## src/hdl/ex_pkg.sv

```systemverilog
//////////////////////////////////////////////////
// Shared widths and encodings for the execute stage
// The multiplier width is fixed at XLEN, and MUL_STEPS must divide XLEN
// Operator words are decoded as ALU or MUL by the unit select
//////////////////////////////////////////////////

package ex_pkg;

  //////////////////////////////////////////////////
  // Widths
  //////////////////////////////////////////////////

  // Data word
  localparam int XLEN       = 32;
  // Register file address
  localparam int REG_ADDR_W = 5;
  // Operator field shared by both units
  localparam int OPER_W     = 4;
  // Shift amount, log2 of the word
  localparam int SHAMT_W    = $clog2(XLEN);

  // Multiplier iterations, each consumes one chunk of operand b
  localparam int MUL_STEPS  = 4;
  localparam int MUL_CHUNK  = XLEN / MUL_STEPS;
  localparam int MUL_CNT_W  = $clog2(MUL_STEPS);

  //////////////////////////////////////////////////
  // Encodings
  //////////////////////////////////////////////////

  // Functional unit select
  typedef enum logic {
    UNIT_ALU = 1'b0,
    UNIT_MUL = 1'b1
  } unit_e;

  // ALU operators, upper half holds slt and the branch compares
  typedef enum logic [OPER_W-1:0] {
    ALU_ADD  = 4'h0,
    ALU_SUB  = 4'h1,
    ALU_AND  = 4'h2,
    ALU_OR   = 4'h3,
    ALU_XOR  = 4'h4,
    ALU_SLL  = 4'h5,
    ALU_SRL  = 4'h6,
    ALU_SRA  = 4'h7,
    ALU_SLT  = 4'h8,
    ALU_SLTU = 4'h9,
    ALU_BEQ  = 4'ha,
    ALU_BNE  = 4'hb,
    ALU_BLT  = 4'hc,
    ALU_BGE  = 4'hd,
    ALU_BLTU = 4'he,
    ALU_BGEU = 4'hf
  } alu_op_e;

  // Multiplier operators; HSS/HSU/HUU give the upper word
  typedef enum logic [OPER_W-1:0] {
    MUL_LO  = 4'h0,
    MUL_HSS = 4'h1,
    MUL_HSU = 4'h2,
    MUL_HUU = 4'h3
  } mul_op_e;

  // One operator word, two views
  typedef union packed {
    alu_op_e alu;
    mul_op_e mul;
  } ex_operator_u;

endpackage

```

## src/hdl/ex_mul_if.sv

```systemverilog
//////////////////////////////////////////////////
// Issue and result handshake to the multiplier
// Result is held by the unit until downstream_ready
//////////////////////////////////////////////////

`timescale 1ns/1ps

interface ex_mul_if import ex_pkg::*; ();

  // Issue side
  logic            start;
  logic            kill;
  mul_op_e         op;
  logic [XLEN-1:0] op_a;
  logic [XLEN-1:0] op_b;
  logic            downstream_ready;

  // Unit side
  logic            ready;
  logic            done;
  logic [XLEN-1:0] result;

  // Stage sequencer
  modport seq (
    output start, kill, op, op_a, op_b, downstream_ready,
    input  ready, done, result
  );

  // Multiplier
  modport unit (
    input  start, kill, op, op_a, op_b, downstream_ready,
    output ready, done, result
  );

endinterface

```

## src/hdl/ex_alu.sv

```systemverilog
//////////////////////////////////////////////////
// Single-cycle ALU and branch comparator
// Shift amount is taken from op_b[4:0]
// cmp_o is only meaningful for slt and branch ops
//////////////////////////////////////////////////

`timescale 1ns/1ps

module ex_alu import ex_pkg::*; (
  input  alu_op_e         op_i,
  input  logic [XLEN-1:0] op_a_i,
  input  logic [XLEN-1:0] op_b_i,
  output logic [XLEN-1:0] result_o,
  output logic            cmp_o
);

  // Shared 33-bit adder
  logic            sub_en;
  logic            signed_cmp;
  logic [XLEN:0]   adder_a;
  logic [XLEN:0]   adder_b;
  logic [XLEN:0]   adder_res;
  logic            is_lt;
  logic            is_eq;

  // Shifter
  logic [XLEN-1:0]        shift_in;
  logic signed [XLEN:0]   shift_ext;
  logic signed [XLEN:0]   shift_res;
  logic [XLEN-1:0]        shift_right;
  logic [XLEN-1:0]        shift_left;
  logic [SHAMT_W-1:0]     shamt;

  function automatic logic [XLEN-1:0] bit_rev(input logic [XLEN-1:0] d);
    logic [XLEN-1:0] r;
    for (int i = 0; i < XLEN; i++) begin
      r[i] = d[XLEN-1-i];
    end
    return r;
  endfunction

  //////////////////////////////////////////////////
  // Adder / comparator
  //////////////////////////////////////////////////

  // Everything but add runs the adder as a subtractor
  assign sub_en     = (op_i != ALU_ADD);
  assign signed_cmp = (op_i == ALU_SLT) || (op_i == ALU_BLT) || (op_i == ALU_BGE);

  // Extra top bit makes the borrow a true less-than for both signednesses
  assign adder_a   = {signed_cmp & op_a_i[XLEN-1], op_a_i};
  assign adder_b   = sub_en ? ~{signed_cmp & op_b_i[XLEN-1], op_b_i}
                            : {1'b0, op_b_i};
  assign adder_res = adder_a + adder_b + {{XLEN{1'b0}}, sub_en};

  assign is_lt = adder_res[XLEN];
  // Zero difference means equal
  assign is_eq = (adder_res[XLEN-1:0] == '0);

  //////////////////////////////////////////////////
  // Shifter
  //////////////////////////////////////////////////

  assign shamt = op_b_i[SHAMT_W-1:0];

  // sll reuses the right shifter on reversed data
  assign shift_in    = (op_i == ALU_SLL) ? bit_rev(op_a_i) : op_a_i;
  assign shift_ext   = {(op_i == ALU_SRA) & shift_in[XLEN-1], shift_in};
  assign shift_res   = shift_ext >>> shamt;
  assign shift_right = shift_res[XLEN-1:0];
  assign shift_left  = bit_rev(shift_right);

  // Branch condition or slt bit
  always_comb begin
    unique case (op_i)
      ALU_BEQ:                    cmp_o = is_eq;
      ALU_BNE:                    cmp_o = !is_eq;
      ALU_SLT, ALU_SLTU,
      ALU_BLT, ALU_BLTU:          cmp_o = is_lt;
      ALU_BGE, ALU_BGEU:          cmp_o = !is_lt;
      default:                    cmp_o = 1'b0;
    endcase
  end

  // Result mux
  always_comb begin
    unique case (op_i)
      ALU_ADD, ALU_SUB:   result_o = adder_res[XLEN-1:0];
      ALU_AND:            result_o = op_a_i & op_b_i;
      ALU_OR:             result_o = op_a_i | op_b_i;
      ALU_XOR:            result_o = op_a_i ^ op_b_i;
      ALU_SLL:            result_o = shift_left;
      ALU_SRL, ALU_SRA:   result_o = shift_right;
      // slt family and compares return the flag in bit 0
      default:            result_o = {{(XLEN-1){1'b0}}, cmp_o};
    endcase
  end

endmodule

```

## src/hdl/ex_mult.sv

```systemverilog
//////////////////////////////////////////////////
// Iterative 32x32 multiplier, MUL_STEPS cycles per op
// First step runs on the issue edge from the bus operands
// Result is held until downstream_ready; kill drops it
//////////////////////////////////////////////////

`timescale 1ns/1ps

module ex_mult import ex_pkg::*; (
  input  logic  clk,
  input  logic  rst_n,
  ex_mul_if.unit bus
);

  // Control state
  logic                  busy_q;
  logic                  done_q;
  logic [MUL_CNT_W-1:0]  cnt_q;

  // Latched operands
  logic [XLEN:0]         a_q;
  logic [XLEN-1:0]       b_q;
  logic                  b_sgn_q;
  mul_op_e               op_q;
  logic [2*XLEN+1:0]     acc_q;

  logic                  idle;
  logic                  start_en;
  logic                  step_en;
  logic                  last_step;
  logic                  a_sgn;
  logic [XLEN:0]         a_ext;
  logic [XLEN:0]         mul_a;
  logic [MUL_CHUNK-1:0]  chunk;
  logic [MUL_CHUNK:0]    chunk_ext;
  logic [MUL_CNT_W-1:0]  step;
  logic signed [2*XLEN+1:0] pp;
  logic [2*XLEN+1:0]     acc_next;

  assign idle      = !busy_q && !done_q;
  assign start_en  = bus.start && idle && !bus.kill;
  assign step_en   = start_en || busy_q;
  assign last_step = busy_q && (cnt_q == MUL_CNT_W'(MUL_STEPS - 1));

  // Operand a is signed for mulh and mulhsu
  assign a_sgn = (bus.op == MUL_HSS) || (bus.op == MUL_HSU);
  assign a_ext = {a_sgn & bus.op_a[XLEN-1], bus.op_a};

  //////////////////////////////////////////////////
  // Partial product datapath
  //////////////////////////////////////////////////

  // Issue cycle uses bus inputs, later steps use latched copies
  assign mul_a = busy_q ? a_q : a_ext;
  assign chunk = busy_q ? b_q[MUL_CHUNK-1:0] : bus.op_b[MUL_CHUNK-1:0];
  assign step  = busy_q ? cnt_q : '0;

  // Top chunk of a signed b carries the negative weight
  assign chunk_ext = {last_step & b_sgn_q & chunk[MUL_CHUNK-1], chunk};

  // 33 x 9 signed product, sign-extended to the accumulator
  assign pp = $signed(mul_a) * $signed(chunk_ext);

  assign acc_next = (busy_q ? acc_q : '0) + (pp << (MUL_CHUNK * step));

  // Control FSM
  always_ff @(posedge clk or negedge rst_n) begin
    if (!rst_n) begin
      busy_q <= 1'b0;
      done_q <= 1'b0;
      cnt_q  <= '0;
    end else if (bus.kill) begin
      busy_q <= 1'b0;
      done_q <= 1'b0;
      cnt_q  <= '0;
    end else if (start_en) begin
      // Step 0 completes on this edge
      busy_q <= 1'b1;
      cnt_q  <= MUL_CNT_W'(1);
    end else if (busy_q) begin
      cnt_q <= cnt_q + 1'b1;
      if (last_step) begin
        busy_q <= 1'b0;
        done_q <= 1'b1;
      end
    end else if (done_q && bus.downstream_ready) begin
      // Result handed over
      done_q <= 1'b0;
    end
  end

  // Operand latch and accumulator
  always_ff @(posedge clk) begin
    if (start_en) begin
      a_q     <= a_ext;
      b_q     <= bus.op_b >> MUL_CHUNK;
      b_sgn_q <= (bus.op == MUL_HSS);
      op_q    <= bus.op;
    end else if (busy_q) begin
      b_q <= b_q >> MUL_CHUNK;
    end
    if (step_en) begin
      acc_q <= acc_next;
    end
  end

  // Low word for mul, high word otherwise
  assign bus.result = (op_q == MUL_LO) ? acc_q[XLEN-1:0] : acc_q[2*XLEN-1:XLEN];
  assign bus.done   = done_q;
  assign bus.ready  = idle || (done_q && bus.downstream_ready);

  //////////////////////////////////////////////////
  // Checks
  //////////////////////////////////////////////////

  // done only follows an issue MUL_STEPS cycles back
  a_done_after_start: assert property (
    @(posedge clk) disable iff (!rst_n)
    $rose(bus.done) |-> $past(bus.start, MUL_STEPS)
  );

  // Held result under back-pressure
  a_result_hold: assert property (
    @(posedge clk) disable iff (!rst_n)
    (bus.done && !bus.downstream_ready && !bus.kill) |=> (bus.done && $stable(bus.result))
  );

endmodule

```

## src/hdl/ex_wb_pipe.sv

```systemverilog
//////////////////////////////////////////////////
// Stage handshake, write-data mux and EX/WB register
// A multiply holds EX until the multiplier reports done
// Branch compares never write the register file
//////////////////////////////////////////////////

`timescale 1ns/1ps

module ex_wb_pipe import ex_pkg::*; (
  input  logic                  clk,
  input  logic                  rst_n,

  // From decode
  input  logic                  in_valid_i,
  input  logic                  kill_i,
  input  unit_e                 in_unit_i,
  input  ex_operator_u          in_oper_i,
  input  logic [XLEN-1:0]       in_op_a_i,
  input  logic [XLEN-1:0]       in_op_b_i,
  input  logic [REG_ADDR_W-1:0] in_rd_i,
  input  logic                  in_rf_we_i,

  // From the ALU
  input  logic [XLEN-1:0]       alu_result_i,
  input  logic                  alu_cmp_i,

  // Multiplier handshake
  ex_mul_if.seq                 mul,

  // Upstream ready
  output logic                  in_ready_o,

  // EX/WB record
  output logic                  out_valid_o,
  input  logic                  out_ready_i,
  output logic                  out_rf_we_o,
  output logic [REG_ADDR_W-1:0] out_rd_o,
  output logic [XLEN-1:0]       out_wdata_o,
  output logic                  out_bch_taken_o
);

  logic            instr_valid;
  logic            wb_ready;
  logic            is_mul;
  logic            is_branch;
  logic            ex_valid;
  logic [XLEN-1:0] wdata;

  // Kill drops whatever is presented
  assign instr_valid = in_valid_i && !kill_i;
  assign wb_ready    = out_ready_i || !out_valid_o;

  assign is_mul    = (in_unit_i == UNIT_MUL);
  assign is_branch = !is_mul && (in_oper_i.alu inside {ALU_BEQ, ALU_BNE, ALU_BLT,
                                                       ALU_BGE, ALU_BLTU, ALU_BGEU});

  //////////////////////////////////////////////////
  // Multiplier issue
  //////////////////////////////////////////////////

  assign mul.start            = instr_valid && is_mul;
  assign mul.kill             = kill_i;
  assign mul.op               = in_oper_i.mul;
  assign mul.op_a             = in_op_a_i;
  assign mul.op_b             = in_op_b_i;
  assign mul.downstream_ready = wb_ready;

  // ALU always valid; a multiply waits for done
  assign ex_valid   = instr_valid && (!is_mul || mul.done);
  assign in_ready_o = kill_i || (wb_ready && mul.ready && (!is_mul || mul.done));

  // Write data by unit
  assign wdata = is_mul ? mul.result : alu_result_i;

  //////////////////////////////////////////////////
  // EX/WB register
  //////////////////////////////////////////////////

  always_ff @(posedge clk or negedge rst_n) begin
    if (!rst_n) begin
      out_valid_o     <= 1'b0;
      out_rf_we_o     <= 1'b0;
      out_bch_taken_o <= 1'b0;
    end else if (ex_valid && wb_ready) begin
      out_valid_o     <= 1'b1;
      out_rf_we_o     <= in_rf_we_i && !is_branch;
      out_bch_taken_o <= is_branch && alu_cmp_i;
    end else if (wb_ready) begin
      // Nothing to pass on, insert a bubble
      out_valid_o     <= 1'b0;
      out_rf_we_o     <= 1'b0;
      out_bch_taken_o <= 1'b0;
    end
  end

  // Payload
  always_ff @(posedge clk) begin
    if (ex_valid && wb_ready) begin
      out_rd_o    <= in_rd_i;
      out_wdata_o <= wdata;
    end
  end

  // Record holds while WB stalls
  a_out_hold: assert property (
    @(posedge clk) disable iff (!rst_n)
    (out_valid_o && !out_ready_i) |=>
      (out_valid_o && $stable({out_rd_o, out_wdata_o, out_rf_we_o, out_bch_taken_o}))
  );

endmodule

```

## src/hdl/ex_stage_top.sv

```systemverilog
//////////////////////////////////////////////////
// Execute stage top, ready/valid on both sides
// Operator word is decoded by in_unit_i
//////////////////////////////////////////////////

`timescale 1ns/1ps

module ex_stage_top import ex_pkg::*; (
  input  logic                  clk,
  input  logic                  rst_n,

  // Decode side
  input  logic                  in_valid_i,
  output logic                  in_ready_o,
  input  logic                  kill_i,
  input  unit_e                 in_unit_i,
  input  logic [OPER_W-1:0]     in_oper_i,
  input  logic [XLEN-1:0]       in_op_a_i,
  input  logic [XLEN-1:0]       in_op_b_i,
  input  logic [REG_ADDR_W-1:0] in_rd_i,
  input  logic                  in_rf_we_i,

  // Write-back side
  output logic                  out_valid_o,
  input  logic                  out_ready_i,
  output logic                  out_rf_we_o,
  output logic [REG_ADDR_W-1:0] out_rd_o,
  output logic [XLEN-1:0]       out_wdata_o,
  output logic                  out_bch_taken_o
);

  ex_operator_u    oper;
  logic [XLEN-1:0] alu_result;
  logic            alu_cmp;

  ex_mul_if mul_bus ();

  // Same bits, viewed through the union
  assign oper = in_oper_i;

  // ALU
  ex_alu u_alu (
    .op_i     (oper.alu),
    .op_a_i   (in_op_a_i),
    .op_b_i   (in_op_b_i),
    .result_o (alu_result),
    .cmp_o    (alu_cmp)
  );

  // Multiplier
  ex_mult u_mult (
    .clk   (clk),
    .rst_n (rst_n),
    .bus   (mul_bus.unit)
  );

  // Handshake and EX/WB register
  ex_wb_pipe u_pipe (
    .clk             (clk),
    .rst_n           (rst_n),
    .in_valid_i      (in_valid_i),
    .kill_i          (kill_i),
    .in_unit_i       (in_unit_i),
    .in_oper_i       (oper),
    .in_op_a_i       (in_op_a_i),
    .in_op_b_i       (in_op_b_i),
    .in_rd_i         (in_rd_i),
    .in_rf_we_i      (in_rf_we_i),
    .alu_result_i    (alu_result),
    .alu_cmp_i       (alu_cmp),
    .mul             (mul_bus.seq),
    .in_ready_o      (in_ready_o),
    .out_valid_o     (out_valid_o),
    .out_ready_i     (out_ready_i),
    .out_rf_we_o     (out_rf_we_o),
    .out_rd_o        (out_rd_o),
    .out_wdata_o     (out_wdata_o),
    .out_bch_taken_o (out_bch_taken_o)
  );

endmodule

```

## config.mk

```make
export PLATFORM = sky130hd
export DESIGN_NAME = ex_stage_top
export DESIGN_NICKNAME = d
export VERILOG_FILES = /design/src/hdl/ex_pkg.sv /design/src/hdl/ex_mul_if.sv /design/src/hdl/ex_alu.sv /design/src/hdl/ex_mult.sv /design/src/hdl/ex_wb_pipe.sv /design/src/hdl/ex_stage_top.sv
export SDC_FILE = /design/constraint.sdc
export NUM_CORES = 2
export LEC_CHECK = 0
export BUFFER_PORTS_ARGS = -buffer_cell sky130_fd_sc_hd__buf_4
export CORE_ASPECT_RATIO = 1.25
export CORE_MARGIN = 5
export CORE_UTILIZATION = 55
export DETAILED_ROUTE_END_ITERATION = 10
export PLACE_DENSITY = 0.81
export RECOVER_POWER = 50
export SLEW_MARGIN = 25
export SYNTH_ARGS = -nofsm -noshare
export SYNTH_HDL_FRONTEND = slang
export SYNTH_SLANG_ARGS = --single-unit
export TNS_END_PERCENT = 20
```

## constraint.sdc

```tcl
create_clock -name clk -period 24.6 [get_ports clk]
set_input_delay 1.23 -clock clk [delete_from_list [all_inputs] [get_ports clk]]
set_output_delay 1.23 -clock clk [all_outputs]
set_load 0.02 [all_outputs]
```

Yosys cells after proc, flatten, opt, wreduce, memory -nomap -nowiden
Cells that the tools add are included.

Multiplexer cells: 28. Equality and inequality tests: 18. Shift-type cells: 2. Multiply operators: 1. Bitwise operators: 10. Reductions and logical operators: 44. Add/sub/neg operators: 4.

Operators with widths (number): $pmux W32 S6 (1); $mux W32 (3); $add A66 B66 Y66 (1); $mux W33 (2); $mux W66 (1); $shl A66 B5 Y66 (1); $mux W24 (2); $mul A33 B9 Y42 (1); $add A33 B1 Y33 (1); $add A33 B33 Y33 (1); $not A33 Y33 (1); $sshr A33 B5 Y32 (1); $and A32 B32 Y32 (1); $eq A4 B4 Y1 const B (8); $logic_not A32 Y1 (1); $or A32 B32 Y32 (1); $xor A32 B32 Y32 (1); $eq A4 B3 Y1 const B (4); $logic_and A1 B1 Y1 (14); $mux W1 (13); $eq A4 B2 Y1 const B (2); $logic_not A1 Y1 (8); $logic_not A4 Y1 (2); $logic_or A1 B1 Y1 (8); 16 further kinds (28).

Output and inout port bits: 41. Register bits after elaboration: 172. Input port bits: 80.

Depth between registers and ports, before layout
Depth after elaboration: 13. Depth in mapped cells: 42.

Cells and area by module
From an unflattened synthesis, not the netlist that was laid out.

Cell total of the unflattened synthesis: 3314. Area total of the unflattened synthesis: 28775.1 sq um.

Modules (own cells, without submodules): ex_mult (seq. area each 3883.7 sq um, area each 20080.5 sq um, times used 1, cells each 2232); ex_alu (seq. area each 0.0 sq um, area each 6486.2 sq um, times used 1, cells each 923); ex_wb_pipe (seq. area each 1186.1 sq um, area each 2208.4 sq um, times used 1, cells each 159).

Worst setup path after synthesis
Ideal clock, no wire load.

Kind: in2reg. From: input in_op_b_i[0]. To: register u_mult.acc_q[63] (data pin). Stages on the path: 37. Path slack: 14.278 ns. Path buffers: 4. Setup time: 0.262 ns. Arrival: 10.061 ns. Cells stage by stage: buf_2 clkinv_1 buf_1 clkbuf_1 o21ai_1 clkbuf_1 nand2_1 fa_1 inv_1 fa_1 fa_1 fa_1 inv_1 fa_1 inv_1 ha_1 o2111a_1 o21bai_1 or3_1 a21oi_1 o21bai_1 a21oi_1 xnor2_1 a21oi_1 nor2_1 ha_1 inv_1 nor3_1 nand2_1 a211oi_1 nor3_1 o41ai_1 a31oi_1 o21ai_0 a21oi_1 o21ai_0 xnor2_1.

Cells in the longest elaborated chain, start to end: 4.

Ends and longest elaborated chain: start: declaration (line ex_stage_top.sv:19) `input logic [XLEN-1:0] in_op_b_i,`; $mux W8 (line ex_mult.sv:55) `assign chunk = busy_q ? b_q[MUL_CHUNK-1:0] : bus.op_b[MUL_CHUNK-1:0];`; $mul A33 B9 Y42 (line ex_mult.sv:62) `assign pp = $signed(mul_a) * $signed(chunk_ext);`; $shl A66 B5 Y66 (line ex_mult.sv:64) `assign acc_next = (busy_q ? acc_q : '0) + (pp << (MUL_CHUNK * step));`; $add A66 B66 Y66 (line ex_mult.sv:64); via u_mult.acc_next[63] (line ex_mult.sv:38) `logic [2*XLEN+1:0] acc_next;`; end signal: assignment (line ex_mult.sv:103) `acc_q <= acc_next;`; end: declaration (line ex_mult.sv:25) `logic [2*XLEN+1:0] acc_q;`.

The timed path passes the listed nets, and every way through them passes these cells. A chain may end at the register's enable or synchronous reset.

Final worst setup path
From: register u_mult.busy_q. To: register u_mult.acc_q[60] (data pin).

Cells in the longest elaborated chain, start to end: 6. Elaborated cells on any way between the ends: 10. Classes of those cells: add/sub (1); mul (1); shift (1); mux (4); bitwise (2); reduce/logical (1).

Ends and longest elaborated chain: start: declaration (line ex_mult.sv:16) `logic busy_q;`; start signal: assignment (line ex_mult.sv:69) `busy_q <= 1'b0;`; start signal: assignment (line ex_mult.sv:73) `busy_q <= 1'b0;`; start signal: assignment (line ex_mult.sv:78) `busy_q <= 1'b1;`; $logic_and A1 B1 Y1 (line ex_mult.sv:43) `assign last_step = busy_q && (cnt_q == MUL_CNT_W'(MUL_STEPS - 1));`; $and A1 B1 Y1 (2 in series) (line ex_mult.sv:59) `assign chunk_ext = {last_step & b_sgn_q & chunk[MUL_CHUNK-1], chunk};`; $mul A33 B9 Y42 (line ex_mult.sv:62); $shl A66 B5 Y66 (line ex_mult.sv:64); $add A66 B66 Y66 * (line ex_mult.sv:64); via u_mult.acc_next[60] (line ex_mult.sv:38).

Mark *: on every way through the listed nets, which the timed path passes. The rest lies on a longest branch.

==> summary.md <==
| Metric | Value |
|---|---|
| Syn avg cell area | `8.34 um2` |
| Leading post-synthesis cells by instance count | `inv_1, nand2_1, nor2_1, ha_1, fa_1` |
| Startpoint types | `register` |
| FILL cells | `4657` |
| Setup Total Neg Slack | `0 ns` |
| Iter 0 DRT Violations | `3044` |
| Mapped cell area | `27900 um2` |
| Dominant cell type by area after synthesis | `edfxtp_1` |
| Status | `finished with violations` |
| Worst Path Arrival | `13.16 ns` |
| #FFs+latches synth | `170` |
| Critical path class | `register to register` |
| Asr flop ratio synth | `0.0412` |
| Clk root buf | `clkbuf_16` |
| Crit path time final | `12.96 ns` |
| Placed Area | `29300 um2` |
| Deepest clock path buffer count | `2` |
| Most frequent cell after synthesis | `inv_1` |
| Top post-synthesis cells by area | `edfxtp_1, fa_1, ha_1` |
| Distinct cell type count after synthesis | `79` |
| Worst R2R Setup Slack | `11.64 ns` |
| Worst-Skew Late Latency | `0.46 ns` |
| Clk slew on worst S/H paths | `0.07 ns` |
| Main flop type after synthesis | `edfxtp_1` |
| Total gr overflow | `0` |
| Layout Cell Area excl Fill | `29600 um2` |
| Number of global-route vias before repair | `24600` |
| Die area | `55400 um2` |
| Via total after detailed routing | `25600` |
| Top cell family by delay on the critical path | `compound AO/OA/AOI/OAI gates` |
| Failing checks | `capacitance limit, slew limit` |
| Setup crit start | `u_mult.busy_q$_DFF_PN0_` |
| Starting Density | `0.554` |
| Setup crit end kind | `register` |
| Reg-to-reg critical path startpoint | `u_mult.busy_q$_DFF_PN0_` |
| Setup violators final | `0` |
| Post-synthesis net count | `3912` |
| Slew margin rel. | `-1.23` |
| Max frequency | `0.0771 GHz` |
| Worst-path fanout max | `84` |
| First drt pass iteration count | `8` |
| Area growth, synth to finish | `5.95%` |
| Post-Route Skew | `0.0161 ns` |
| Worst path bufs/invs | `5` |
| WL/cell | `25.0 um` |
| Critical Path RT | `24.80 ns` |
| Worst-Margin Slew | `3.34 ns` |
| Reg-to-Reg End | `u_mult.acc_q[60]$_DFFE_PP_` |
| Maxcap violations | `6` |
| Core area | `50400 um2` |
| Largest net degree at the start of global routing | `106` |
| PostCTS Resize Cnt | `0` |
| Total GRT Usage | `0.353` |
| Post-CTS setup buffers | `0` |
| WHS Path Cells | `1` |
| Die Y | `262 um` |
| TritonCTS Buffers | `17` |
| CTS Hold Bufs | `0` |
| Initial antenna violation count | `2` |
| Post-DR vias/cell | `6.39` |
| Slowest-stage cell, CP | `clkbuf_1` |
| Pins Over Slew Limit | `268` |
| Antenna Violating Nets Remaining | `0` |
| Die width | `212 um` |
| RSZ-0062 raised after global routing | `no` |
| DRC viols | `0` |
| Post-synth top area share | `0.175` |
| Post-synth EDFFs | `163` |
| Post-DP HPWL | `79.8 mm` |
| Hold Crit Class | `register to register` |
| TritonCTS clock tree | `built` |
| Layout cells sized above 1 | `0.0499` |
| First-pass GRT wire length | `149 mm` |
| Final hold viol count | `0` |
| Clock Sinks | `170` |
| Yosys warns | `0` |
| GP Congestion | `1.09` |
| Diode count | `0` |
| Max incr delay on CP | `2.42 ns` |
| Final nets | `3904` |
| Seq/Total Area, Yosys | `0.182` |
| Final worst-path cycle share | `0.527` |
| # IOs | `121` |
| Cells after Synth | `3347` |
| Port bufs | `120` |
| Hold Crit Start | `u_pipe.out_rf_we_o$_DFFE_PN0P_` |
| FP Rows | `92` |
| Worst hold path endpoint | `u_pipe.out_rf_we_o$_DFFE_PN0P_` |
| DRT Wirelength | `100 mm` |
| R2R depth | `31` |
| H-tree Lvls | `4` |
-- layer usage --
metal | global-route usage | wire [um] | vias to the layer above
li1 | - | - | 11500
met1 | 0.444 | 37300 | 12200
met2 | 0.546 | 44700 | 1526
met3 | 0.0683 | 9060 | 400
met4 | 0.247 | 8930 | 2
met5 | 0 | 13 | -
-- through the flow --
stage | std cells | hold WS [ns] | utilization | worst slack (ns)
after floorplan | 3347 | 0.496 | - | 14.28
after global placement | 3976 | 0.490 | 0.582 | 13.19
after detailed placement | 3976 | 0.488 | 0.582 | 13.21
after CTS | 4006 | 0.507 | 0.593 | 13.67
after global routing | 4008 | 0.544 | 0.587 | 10.74
final | 4008 | 0.500 | 0.587 | 11.64
-- flip-flops by register name, summed over array words and instances, names as in the netlist, 2 cells and up --
name	count
u_pipe.out_wdata_o	32
u_mult.cnt_q	2
u_mult.b_q	24
u_pipe.out_rd_o	5
u_mult.acc_q	64
u_mult.a_q	33
u_mult.op_q	4
-- worst max-delay path by stage --
stage | end | cells after the start
2_1_floorplan | u_mult.acc_q[63]$_DFFE_PP_ | 37
3_3_place_gp | u_mult.acc_q[60]$_DFFE_PP_ | 34
3_5_place_dp | u_mult.acc_q[59]$_DFFE_PP_ | 35
4_1_cts | u_mult.acc_q[59]$_DFFE_PP_ | 35
5_1_grt | u_mult.acc_q[60]$_DFFE_PP_ | 31
6_report | u_mult.acc_q[60]$_DFFE_PP_ | 31
-- logic make-up after synthesis --
group                    after synthesis  synth area share
buffers and inverters                578            0.0778
adder cells (fa/ha/maj)              485             0.282
AND/OR/NAND/NOR                     1013             0.164
XOR/XNOR                             150            0.0470
AO/OA/AOI/OAI                        805             0.187
multiplexers                         146            0.0611
flip-flops                           170             0.182
-- cell type report --
class | count | area [um2] | share of cell area
clock buffers | 17 | 425 | 0.0144
inverters | 397 | 1490 | 0.0504
well taps | 658 | 823 | 0.0278
clock inverters | 13 | 121 | 0.00410
multi-input cells | 2599 | 20800 | 0.703
flip-flops and latches | 170 | 5070 | 0.171
repair buffers | 154 | 861 | 0.0291
-- layout by cell type (no fill, tap or decap), types with 21 or more instances in the layout --
cell,instances
inv_1,395
nand2_1,362
nor2_1,328
ha_1,245
fa_1,240
a21oi_1,199
o21ai_0,183
edfxtp_1,163
mux2i_1,117
xnor2_1,106
clkbuf_1,84
and2_1,81
a21o_1,79
buf_4,64
o21a_1,63
nand3_1,47
a211oi_1,45
xor2_1,44
a31oi_1,35
nor3_1,31
nor2b_1,27
and3_1,25
nand4_1,25
a221oi_1,23
o211ai_1,22
nand2b_1,21
o21bai_1,21
Power is not shown: default switching activity piles up to over one toggle a cycle in this logic, so the estimate is an artifact.
